===== src/include/rank_filter_defs.svh =====
`ifndef RANK_FILTER_DEFS_SVH
`define RANK_FILTER_DEFS_SVH

// width of one sample word.
`define SAMPLE_W 8

// the sorter is built for exactly five inputs, so this stays at 5.
`define WINDOW_LEN 5

`endif


===== src/rtl/rank_filter_pkg.sv =====
`include "rank_filter_defs.svh"

package rank_filter_pkg;

  typedef logic [`SAMPLE_W-1:0] sample_t;

  typedef enum logic [2:0] {
    RANK_MIN = 3'd0,
    RANK_2   = 3'd1,
    RANK_MED = 3'd2,
    RANK_4   = 3'd3,
    RANK_MAX = 3'd4
  } rank_sel_e;

  // s1 is the oldest sample, s5 the newest.
  typedef struct packed {
    sample_t s1;
    sample_t s2;
    sample_t s3;
    sample_t s4;
    sample_t s5;
  } window_t;

  typedef struct packed {
    logic      valid;
    rank_sel_e rank;
  } tag_t;

  typedef struct packed {
    sample_t min;
    sample_t r2;
    sample_t med;
    sample_t r4;
    sample_t max;
  } sorted_t;

endpackage


===== src/rtl/rank_filter_top.sv =====
module rank_filter_top (
  input  logic                       clk,
  input  logic                       rst,
  input  rank_filter_pkg::sample_t   sample_i,
  input  logic                       sample_valid_i,
  input  rank_filter_pkg::rank_sel_e rank_sel_i,
  input  logic                       clear_i,
  output rank_filter_pkg::sample_t   result_o,
  output logic                       result_valid_o
);
  import rank_filter_pkg::*;

  window_t window;
  tag_t    dec_tag;
  sorted_t sorted;
  tag_t    sort_tag;

  window_decode u_decode (
    .clk            (clk),
    .rst            (rst),
    .sample_i       (sample_i),
    .sample_valid_i (sample_valid_i),
    .rank_sel_i     (rank_sel_i),
    .clear_i        (clear_i),
    .window_o       (window),
    .tag_o          (dec_tag)
  );

  sort5_pipeline u_sort (
    .clk      (clk),
    .rst      (rst),
    .window_i (window),
    .tag_i    (dec_tag),
    .sorted_o (sorted),
    .tag_o    (sort_tag)
  );

  rank_result u_result (
    .clk            (clk),
    .rst            (rst),
    .sorted_i       (sorted),
    .tag_i          (sort_tag),
    .result_o       (result_o),
    .result_valid_o (result_valid_o)
  );

endmodule


===== src/rtl/rank_result.sv =====
module rank_result (
  input  logic                     clk,
  input  logic                     rst,
  input  rank_filter_pkg::sorted_t sorted_i,
  input  rank_filter_pkg::tag_t    tag_i,
  output rank_filter_pkg::sample_t result_o,
  output logic                     result_valid_o
);
  import rank_filter_pkg::*;

  sample_t pick;
  sample_t result_q;
  logic    result_valid_q;

  always_comb begin
    unique case (tag_i.rank)
      RANK_MIN: pick = sorted_i.min;
      RANK_2:   pick = sorted_i.r2;
      RANK_MED: pick = sorted_i.med;
      RANK_4:   pick = sorted_i.r4;
      RANK_MAX: pick = sorted_i.max;
      default:  pick = sorted_i.med;  // unused codes fall back to the median.
    endcase
  end

  always_ff @(posedge clk) begin
    if (rst) begin
      result_q       <= '0;
      result_valid_q <= 1'b0;
    end else begin
      result_valid_q <= tag_i.valid;
      // the output holds its last result between strobes.
      if (tag_i.valid) begin
        result_q <= pick;
      end
    end
  end

  assign result_o       = result_q;
  assign result_valid_o = result_valid_q;

endmodule


===== src/rtl/sort3_network.sv =====
module sort3_network (
  input  rank_filter_pkg::sample_t a_i,
  input  rank_filter_pkg::sample_t b_i,
  input  rank_filter_pkg::sample_t c_i,
  output rank_filter_pkg::sample_t max_o,
  output rank_filter_pkg::sample_t med_o,
  output rank_filter_pkg::sample_t min_o
);
  import rank_filter_pkg::*;

  sample_t hi_ab, lo_ab;  // ordered pair of a and b.
  sample_t hi_bc;         // larger of the low pair member and c.

  always_comb begin
    // first step orders a and b. a swap happens only on a strict compare.
    hi_ab = (b_i > a_i) ? b_i : a_i;
    lo_ab = (b_i > a_i) ? a_i : b_i;

    // second step pushes the smallest value down to min.
    hi_bc = (c_i > lo_ab) ? c_i : lo_ab;
    min_o = (c_i > lo_ab) ? lo_ab : c_i;

    // third step settles max and median.
    max_o = (hi_bc > hi_ab) ? hi_bc : hi_ab;
    med_o = (hi_bc > hi_ab) ? hi_ab : hi_bc;
  end

endmodule


===== src/rtl/sort5_pipeline.sv =====
module sort5_pipeline (
  input  logic                     clk,
  input  logic                     rst,
  input  rank_filter_pkg::window_t window_i,
  input  rank_filter_pkg::tag_t    tag_i,
  output rank_filter_pkg::sorted_t sorted_o,
  output rank_filter_pkg::tag_t    tag_o
);
  import rank_filter_pkg::*;

  localparam int STAGES = 4;

  tag_t tag_q [STAGES];

  // stage 1 sorts the three oldest samples.
  sample_t sn1_max, sn1_med, sn1_min;
  sample_t p1_max, p1_med, p1_min, p1_s4, p1_s5;

  sort3_network sn1 (
    .a_i   (window_i.s1),
    .b_i   (window_i.s2),
    .c_i   (window_i.s3),
    .max_o (sn1_max),
    .med_o (sn1_med),
    .min_o (sn1_min)
  );

  always_ff @(posedge clk) begin
    p1_max <= sn1_max;
    p1_med <= sn1_med;
    p1_min <= sn1_min;
    p1_s4  <= window_i.s4;
    p1_s5  <= window_i.s5;
  end

  // stage 2 finds the overall maximum.
  sample_t sn2_max, sn2_med, sn2_min;
  sample_t p2_max, p2_med, p2_min, p2_med1, p2_min1;

  sort3_network sn2 (
    .a_i   (p1_max),
    .b_i   (p1_s4),
    .c_i   (p1_s5),
    .max_o (sn2_max),
    .med_o (sn2_med),
    .min_o (sn2_min)
  );

  always_ff @(posedge clk) begin
    p2_max  <= sn2_max;
    p2_med  <= sn2_med;
    p2_min  <= sn2_min;
    p2_med1 <= p1_med;
    p2_min1 <= p1_min;
  end

  // stage 3 finds the fourth rank among the four values left.
  sample_t sn3_max, sn3_med, sn3_min;
  sample_t p3_r4, p3_med, p3_min, p3_max_o, p3_min1;

  sort3_network sn3 (
    .a_i   (p2_med1),
    .b_i   (p2_med),
    .c_i   (p2_min),
    .max_o (sn3_max),
    .med_o (sn3_med),
    .min_o (sn3_min)
  );

  always_ff @(posedge clk) begin
    p3_r4    <= sn3_max;
    p3_med   <= sn3_med;
    p3_min   <= sn3_min;
    p3_max_o <= p2_max;
    p3_min1  <= p2_min1;
  end

  // stage 4 orders the remaining three into median, second and minimum.
  sample_t sn4_max, sn4_med, sn4_min;
  sorted_t p4_sorted;

  sort3_network sn4 (
    .a_i   (p3_min1),
    .b_i   (p3_med),
    .c_i   (p3_min),
    .max_o (sn4_max),
    .med_o (sn4_med),
    .min_o (sn4_min)
  );

  always_ff @(posedge clk) begin
    p4_sorted.min <= sn4_min;
    p4_sorted.r2  <= sn4_med;
    p4_sorted.med <= sn4_max;
    p4_sorted.r4  <= p3_r4;
    p4_sorted.max <= p3_max_o;
  end

  // the tag follows the data one register per stage.
  always_ff @(posedge clk) begin
    tag_q[0] <= tag_i;
    for (int i = 1; i < STAGES; i++) begin
      tag_q[i] <= tag_q[i-1];
    end
    if (rst) begin
      for (int i = 0; i < STAGES; i++) begin
        tag_q[i].valid <= 1'b0;
      end
    end
  end

  assign sorted_o = p4_sorted;
  assign tag_o    = tag_q[STAGES-1];

endmodule


===== src/rtl/window_decode.sv =====
`include "rank_filter_defs.svh"

module window_decode (
  input  logic                       clk,
  input  logic                       rst,
  input  rank_filter_pkg::sample_t   sample_i,
  input  logic                       sample_valid_i,
  input  rank_filter_pkg::rank_sel_e rank_sel_i,
  input  logic                       clear_i,
  output rank_filter_pkg::window_t   window_o,
  output rank_filter_pkg::tag_t      tag_o
);
  import rank_filter_pkg::*;

  localparam int FILL_W = $clog2(`WINDOW_LEN + 1);

  window_t           window_q;
  tag_t              tag_q;
  logic [FILL_W-1:0] fill_q;
  logic [FILL_W-1:0] fill_base;  // count that the current strobe builds on.
  logic              full_next;

  // a clear in the same cycle as a strobe makes that sample the first one.
  always_comb begin
    fill_base = clear_i ? '0 : fill_q;
    full_next = (fill_base >= FILL_W'(`WINDOW_LEN - 1));
  end

  always_ff @(posedge clk) begin
    if (rst) begin
      window_q <= '0;
      tag_q    <= '0;
      fill_q   <= '0;
    end else begin
      tag_q.valid <= sample_valid_i && full_next;
      if (sample_valid_i) begin
        window_q.s1 <= window_q.s2;
        window_q.s2 <= window_q.s3;
        window_q.s3 <= window_q.s4;
        window_q.s4 <= window_q.s5;
        window_q.s5 <= sample_i;
        tag_q.rank  <= rank_sel_i;  // rank rides with its own sample.
        if (fill_base == FILL_W'(`WINDOW_LEN)) begin
          fill_q <= fill_base;
        end else begin
          fill_q <= fill_base + 1'b1;
        end
      end else if (clear_i) begin
        fill_q <= '0;
      end
    end
  end

  assign window_o = window_q;
  assign tag_o    = tag_q;

endmodule


===== config.mk =====
export PLATFORM = sky130hd
export DESIGN_NAME = rank_filter_top
export DESIGN_NICKNAME = d
export VERILOG_FILES = /design/src/rtl/rank_filter_pkg.sv /design/src/rtl/rank_filter_top.sv /design/src/rtl/rank_result.sv /design/src/rtl/sort3_network.sv /design/src/rtl/sort5_pipeline.sv /design/src/rtl/window_decode.sv
export VERILOG_INCLUDE_DIRS = /design/src /design/src/include
export SDC_FILE = /design/constraint.sdc
export NUM_CORES = 1
export LEC_CHECK = 0
export ABC_AREA = 1
export BUFFER_PORTS_ARGS = -buffer_cell sky130_fd_sc_hd__clkbuf_2
export CAP_MARGIN = 15
export CORE_MARGIN = 4
export CORE_UTILIZATION = 45
export DETAILED_ROUTE_END_ITERATION = 10
export PLACE_DENSITY_LB_ADDON = 0.1
export SYNTH_ARGS = -nofsm -noshare
export SYNTH_HDL_FRONTEND = slang
export SYNTH_SLANG_ARGS = --single-unit

===== constraint.sdc =====
create_clock -name clk -period 11.82 [get_ports clk]
set_clock_uncertainty 0.15 [all_clocks]
set_input_delay 1.182 -clock clk [delete_from_list [all_inputs] [get_ports clk]]
set_output_delay 1.182 -clock clk [all_outputs]
set_load 0.01 [all_outputs]

==> results.json, run 1 <==
{
  "yosysMostFrequentCell": "nand2_1",
  "core_mm2": 0.0238,
  "clkSinkCount": 232,
  "regArea_mm2": 0.00464,
  "worstPathMaxFanout": 31,
  "grt_pass1_vias": 8464,
  "fillers": 2339,
  "grt_overflow": 0,
  "use_met2_pct": 34.2,
  "min_path_cells": 0,
  "period_needed_ns": 6.18,
  "async_flop_share_pct": 0,
  "met1_usage_pct": 24.8,
  "netlist_top_cells_area": "dfxtp_1 (42%), nand2_1 (12%), ha_1 (10%)",
  "nets": 1561,
  "clk_pin_slew_ns": 0.06,
  "drt-initial-drc-count": 511,
  "grt_use_met3_pct": 2.51,
  "multi_input_area_mm2": 0.00539,
  "finalSetupViolCount": 0,
  "synth_common_cells": "nand2_1 (360), dfxtp_1 (232), inv_1 (187)",
  "cts_buffer_depth": 3,
  "finalMaxSlewViolations": 0,
  "cts_hold_buffers": 0,
  "drive_gt1_share_pct": 8.14,
  "rsz0062_at_grt": "no",
  "dieArea_mm2": 0.0269,
  "syn-cell-area_mm2": 0.0110,
  "dp_hpwl_um": 20000,
  "ys_seq_area_share_pct": 42.3,
  "wl_per_cell_um": 14.4,
  "synth-edff-count": 0,
  "cts_buffers": 24,
  "synth_cell_types": 34,
  "vias": 8844,
  "timing.fmax_ghz": 0.162,
  "synth_flop_cell": "dfxtp_1",
  "post-route-drc-count": 0,
  "htreeDepth": 1,
  "reg2regPathDepth": 25,
  "hold_class": "flop to flop",
  "synthCells": 1448,
  "area_delta_synth_final_pct": 11.1,
  "die_y_um": 164,
  "slew_headroom_pct": 30.5,
  "tritoncts": "yes",
  "gp_congestion": 0.906,
  "crit_required_ns": 12.04,
  "synth_seq_cells": 232,
  "grt_max_degree": 45,
  "start_kind": "flop",
  "maxCapViolCount": 0,
  "outcome": "finished clean",
  "grt.busiest_layer": "met2",
  "die_x_um": 164,
  "rows": 56,
  "tightestPinTransition_ns": 1.04,
  "clock_latency_ns": 0.51,
  "ant_nets": 0,
  "dr.pass1.iters": 7,
  "endpoint_kind": "flop",
  "arrival_ns": 6.40,
  "cts_setup_buffers": 0,
  "num_antenna_cells": 0,
  "grt_pass1_wl_um": 42300,
  "fin_setup_tns_ns": 0,
  "io_buffers": 23,
  "cts_resized": 0,
  "hold_violations": 0,
  "grt.total_usage_pct": 19.5,
  "syn-num-nets": 1553,
  "syn_avg_cell_area_um2": 7.58,
  "root_buffer": "clkbuf_16",
  "final.period_utilization_pct": 52.3,
  "routed_wl_um": 25800,
  "critPathKind": "flop to flop",
  "synth_warnings": 0,
  "io_pins": 24,
  "antenna_found_initial": 0,
  "synth_top_cell_area_share_pct": 42.3,
  "start_util_pct": 46.2,
  "synth_largest_area_cell": "dfxtp_1",
  "vias_per_cell": 4.93
}
critical path: stages, from the launching register on:
cell      delay, ns
dfxtp_1        0.32
inv_1          0.06
ha_1           0.29
nand2_1        0.07
nor2_2         0.15
nand2_1        0.07
nand2_1        0.10
nand2_1        0.50
o21ai_0        0.44
inv_1          0.13
ha_1           0.31
a21oi_1        0.16
nor2_1         0.06
a211oi_1       0.32
nand2_4        0.15
nand2_4        0.22
nand2_1        0.15
and2_1         0.17
ha_1           0.29
inv_1          0.04
nor2_1         0.13
nand2_1        0.08
o31ai_2        0.86
inv_1          0.50
nand3_1        0.21
nand2_1        0.11
area by class of cell:
cell class | instances | area share (%)
clock buffers | 35 | 5.77
clock inverters | 9 | 1.45
inverters | 194 | 5.98
multi-input cells | 977 | 44.2
flip-flops and latches | 232 | 38.1
well taps | 319 | 3.28
repair buffers | 27 | 1.19
registers in the layout (all words and copies together), names as in the netlist:
name                     count
u_decode.window_o           40
u_sort.sorted_o             40
u_sort.tag_q                16
u_result.result_o            8
u_sort.p1_max                8
u_sort.p1_med                8
u_sort.p1_min                8
u_sort.p1_s4                 8
u_sort.p1_s5                 8
u_sort.p2_max                8
u_sort.p2_med1               8
u_sort.p2_med                8
u_sort.p2_min1               8
u_sort.p2_min                8
u_sort.p3_max_o              8
u_sort.p3_med                8
u_sort.p3_min1               8
u_sort.p3_min                8
u_sort.p3_r4                 8
u_decode.tag_o               4
u_decode.fill_q              3
u_result.result_valid_o      1
stage by stage:
stage / hold WS (ns) / utilization (%) / std cells / worst slack [ns] / cell area [µm²]
3_3_place_gp: 0.161 / 47.6 / 1749 / 5.74 / 11300
2_1_floorplan: 0.160 / - / 1448 / 7.11 / 11000
3_5_place_dp: 0.162 / 47.6 / 1749 / 5.69 / 11300
4_1_cts: 0.175 / 51.3 / 1793 / 5.67 / 12200
5_1_grt: 0.174 / 51.3 / 1793 / 4.93 / 12200
6_report: 0.173 / 51.3 / 1793 / 5.64 / 12200
path summary, 6_finish.rpt:
| kind | from | to | slack, ns |
|---|---|---|---|
| hold reg to reg | u_sort.p3_max_o[2]$_DFF_P_ | u_sort.sorted_o[2]$_DFF_P_ | 0.17 |
| setup / recovery | u_sort.p2_med1[7]$_DFF_P_ | u_sort.p3_r4[3]$_DFF_P_ | 5.64 |
| hold / removal | u_sort.p3_max_o[2]$_DFF_P_ | u_sort.sorted_o[2]$_DFF_P_ | 0.17 |
| setup reg to reg | u_sort.p2_med1[7]$_DFF_P_ | u_sort.p3_r4[3]$_DFF_P_ | 5.64 |
placed cells by master, fill, tap and decap left out, types with 2 or more instances in the layout:
cell type,synthesis,final
clkbuf_16,0,25
clkbuf_1,32,6
clkbuf_8,0,4
o31ai_2,2,2
and2_1,28,28
inv_2,4,4
nor3_1,2,2
nand2_1,360,360
clkinv_1,3,3
o21a_1,28,28
a32oi_1,2,2
a221oi_1,8,8
a211oi_1,7,7
nand4_2,6,6
inv_1,187,187
ha_1,90,90
dfxtp_1,232,232
nand2_4,7,7
a21oi_1,69,69
nand2_2,24,24
a21o_1,4,4
clkbuf_2,0,23
bufinv_16,0,5
clkinv_2,0,2
o21ai_1,16,16
buf_4,0,4
nand3_1,124,124
o21ai_0,101,101
o22ai_1,5,5
nor2_1,76,76
nor2_2,8,8
o211ai_1,2,2
o21bai_1,4,4
per-layer routing:
layer,vias up,part of all wire [%]
met5,-,0
met4,0,3.1
met3,52,3.5
met2,148,47
met1,3948,46
li1,4696,-
cells by family (layout without fill, tap and decap cells):
| kind of cell | after synthesis | count (layout) | share of synthesized area [%] |
|---|---|---|---|
| and+or+nand+nor | 639 | 639 | 26.0 |
| AOI/OAI and AO/OA | 248 | 248 | 12.9 |
| buffers and inverters | 239 | 265 | 8.54 |
| DFF | 232 | 232 | 42.3 |
| adders and majority gates | 90 | 90 | 10.3 |
Power of run 1 is left out: the tool's default activity adds up to more than one toggle a clock period on the data nets, which glitch-free logic cannot reach.
==> run 2, diff against run 1 <==
==> constraint.sdc (replaced) <==
create_clock -name clk -period 6.33 [get_ports clk]
set_clock_uncertainty 0.15 [all_clocks]
set_input_delay 0.633 -clock clk [delete_from_list [all_inputs] [get_ports clk]]
set_output_delay 0.633 -clock clk [all_outputs]
set_load 0.01 [all_outputs]
==> run 2 against run 1 <==
Final area about the same. Fmax increased by 11%. Global-route usage about the same. Core utilization about the same. Routed wire length fell by 0.23%. Final cell count barely moved. Sequential cell count is the same. Critical path depth stayed put.
==> results.json, run 2 (synthesis results as in run 1) <==
{
  "outcome": "finished clean",
  "slowest_delay_ns": 0.59,
  "ant_nets": 0,
  "grt.total_usage_pct": 19.5,
  "drt-initial-drc-count": 628,
  "routed_wl_um": 25800,
  "grt_pass1_wl_um": 42500,
  "period_needed_ns": 5.56,
  "nets": 1563,
  "clk_pin_slew_ns": 0.06,
  "hold_class": "flop to flop",
  "core_mm2": 0.0238,
  "hold_violations": 0,
  "grt_overflow": 0,
  "cp-endpoint": "u_sort.p3_r4[3]$_DFF_P_",
  "endpoint_kind": "flop",
  "rows": 56,
  "drive_gt1_share_pct": 8.54,
  "rsz0062_at_grt": "no",
  "crit_required_ns": 6.59,
  "dr.pass1.iters": 5,
  "fillers": 2337,
  "dieArea_mm2": 0.0269,
  "tightestPinTransition_ns": 0.654,
  "num_antenna_cells": 0,
  "tritoncts": "yes",
  "grt_max_degree": 44,
  "cts_buffer_depth": 3,
  "fin_setup_tns_ns": 0,
  "cts_buffers": 24,
  "gp_congestion": 0.860,
  "finalMaxSlewViolations": 0,
  "root_buffer": "clkbuf_16",
  "critPathKind": "flop to flop",
  "clkSinkCount": 232,
  "vias_per_cell": 4.87,
  "wl_per_cell_um": 14.4,
  "area_delta_synth_final_pct": 11.1,
  "vias": 8744,
  "post-route-drc-count": 0,
  "start_util_pct": 46.2,
  "cp_common_cell": "nand2_1",
  "reg2regPathDepth": 25,
  "grt_pass1_vias": 8399,
  "timing.fmax_ghz": 0.180,
  "dp_hpwl_um": 20000,
  "htreeDepth": 1,
  "final.period_utilization_pct": 87.8,
  "startpoint": "u_sort.p2_med1[7]$_DFF_P_",
  "utilization_pct": 51.3,
  "die_x_um": 164,
  "finalSetupViolCount": 0,
  "clock_latency_ns": 0.52,
  "arrival_ns": 5.82,
  "crit_path_top_delay_cell": "o31ai_4",
  "final_cell_mix": "nand2_1 (360), dfxtp_1 (232), inv_1 (187), nand3_1 (124), o21ai_0 (101)",
  "slew_headroom_pct": 56.3,
  "antenna_found_initial": 0,
  "io_pins": 24,
  "r2r_slack_ns": 0.77,
  "worstPathMaxFanout": 24,
  "io_buffers": 23,
  "maxCapViolCount": 0,
  "stdcell_area_mm2": 0.0122,
  "dpl_cell_area_mm2": 0.0113,
  "r2r_start": "u_sort.p2_med1[7]$_DFF_P_",
  "r2r_end": "u_sort.p3_r4[3]$_DFF_P_",
  "die_y_um": 164,
  "mostFrequentLayoutCell": "nand2_1",
  "start_kind": "flop"
}
[run 2: worst max-delay path, delay by kind of cell (launching register included)]
family,cells,cell delay [ns]
and+or+nand+nor,16,2.44
AOI/OAI and AO/OA,2,0.97
adders and majority gates,3,0.89
buffers and inverters,4,0.66
DFF,1,0.31
[run 2: how the worst min path moves through the flow]
stage                                          start                    endpoint  cells after the start
after global placement      u_sort.p2_max[6]$_DFF_P_  u_sort.p3_max_o[6]$_DFF_P_                      0
after floorplan             u_sort.p1_med[0]$_DFF_P_   u_sort.p2_med1[0]$_DFF_P_                      0
after global routing        u_sort.p1_min[4]$_DFF_P_   u_sort.p2_min1[4]$_DFF_P_                      0
after detailed placement    u_sort.p2_max[1]$_DFF_P_  u_sort.p3_max_o[1]$_DFF_P_                      0
after CTS                 u_sort.tag_q[2][2]$_DFF_P_  u_sort.tag_q[3][2]$_DFF_P_                      0
final                     u_sort.tag_q[1][0]$_DFF_P_  u_sort.tag_q[2][0]$_DFF_P_                      0
[run 2: routing by layer]
metal  vias up  share of wire [%]  GRT usage [%]
met5         -                  0              0
met4         0                2.6           5.38
met3        33                3.3           2.31
met2       146                 47           33.8
met1      3880                 47           25.8
li1       4685                  -              -
[run 2: timing repair]
item,4_1_cts,5_1_grt
setup endpoints to repair,0,32
buffers inserted,0,0
resized for setup,0,2
hold buffers,0,0
endpoints found under the hold margin,0,0
[run 2: layout make-up]
type / count / area [µm²] / share of cell area (%)
Multi-Input combinational cell: 977 / 5410 / 44.4
Sequential cell: 232 / 4640 / 38.1
Inverter: 194 / 728 / 5.98
Clock buffer: 32 / 701 / 5.75
Tap cell: 319 / 399 / 3.28
Timing Repair Buffer: 29 / 160 / 1.31
Clock inverter: 11 / 148 / 1.21
[run 2: per-stage QoR]
| stage | setup WS [ns] | hold WS, ns | cells |
|---|---|---|---|
| 2_1_floorplan | 1.62 | 0.160 | 1448 |
| 3_3_place_gp | 0.502 | 0.161 | 1751 |
| 3_5_place_dp | 0.436 | 0.162 | 1751 |
| 4_1_cts | 0.403 | 0.173 | 1794 |
| 5_1_grt | 0.150 | 0.177 | 1794 |
| 6_report | 0.771 | 0.175 | 1794 |
Power of run 2 is left out for the same reason.
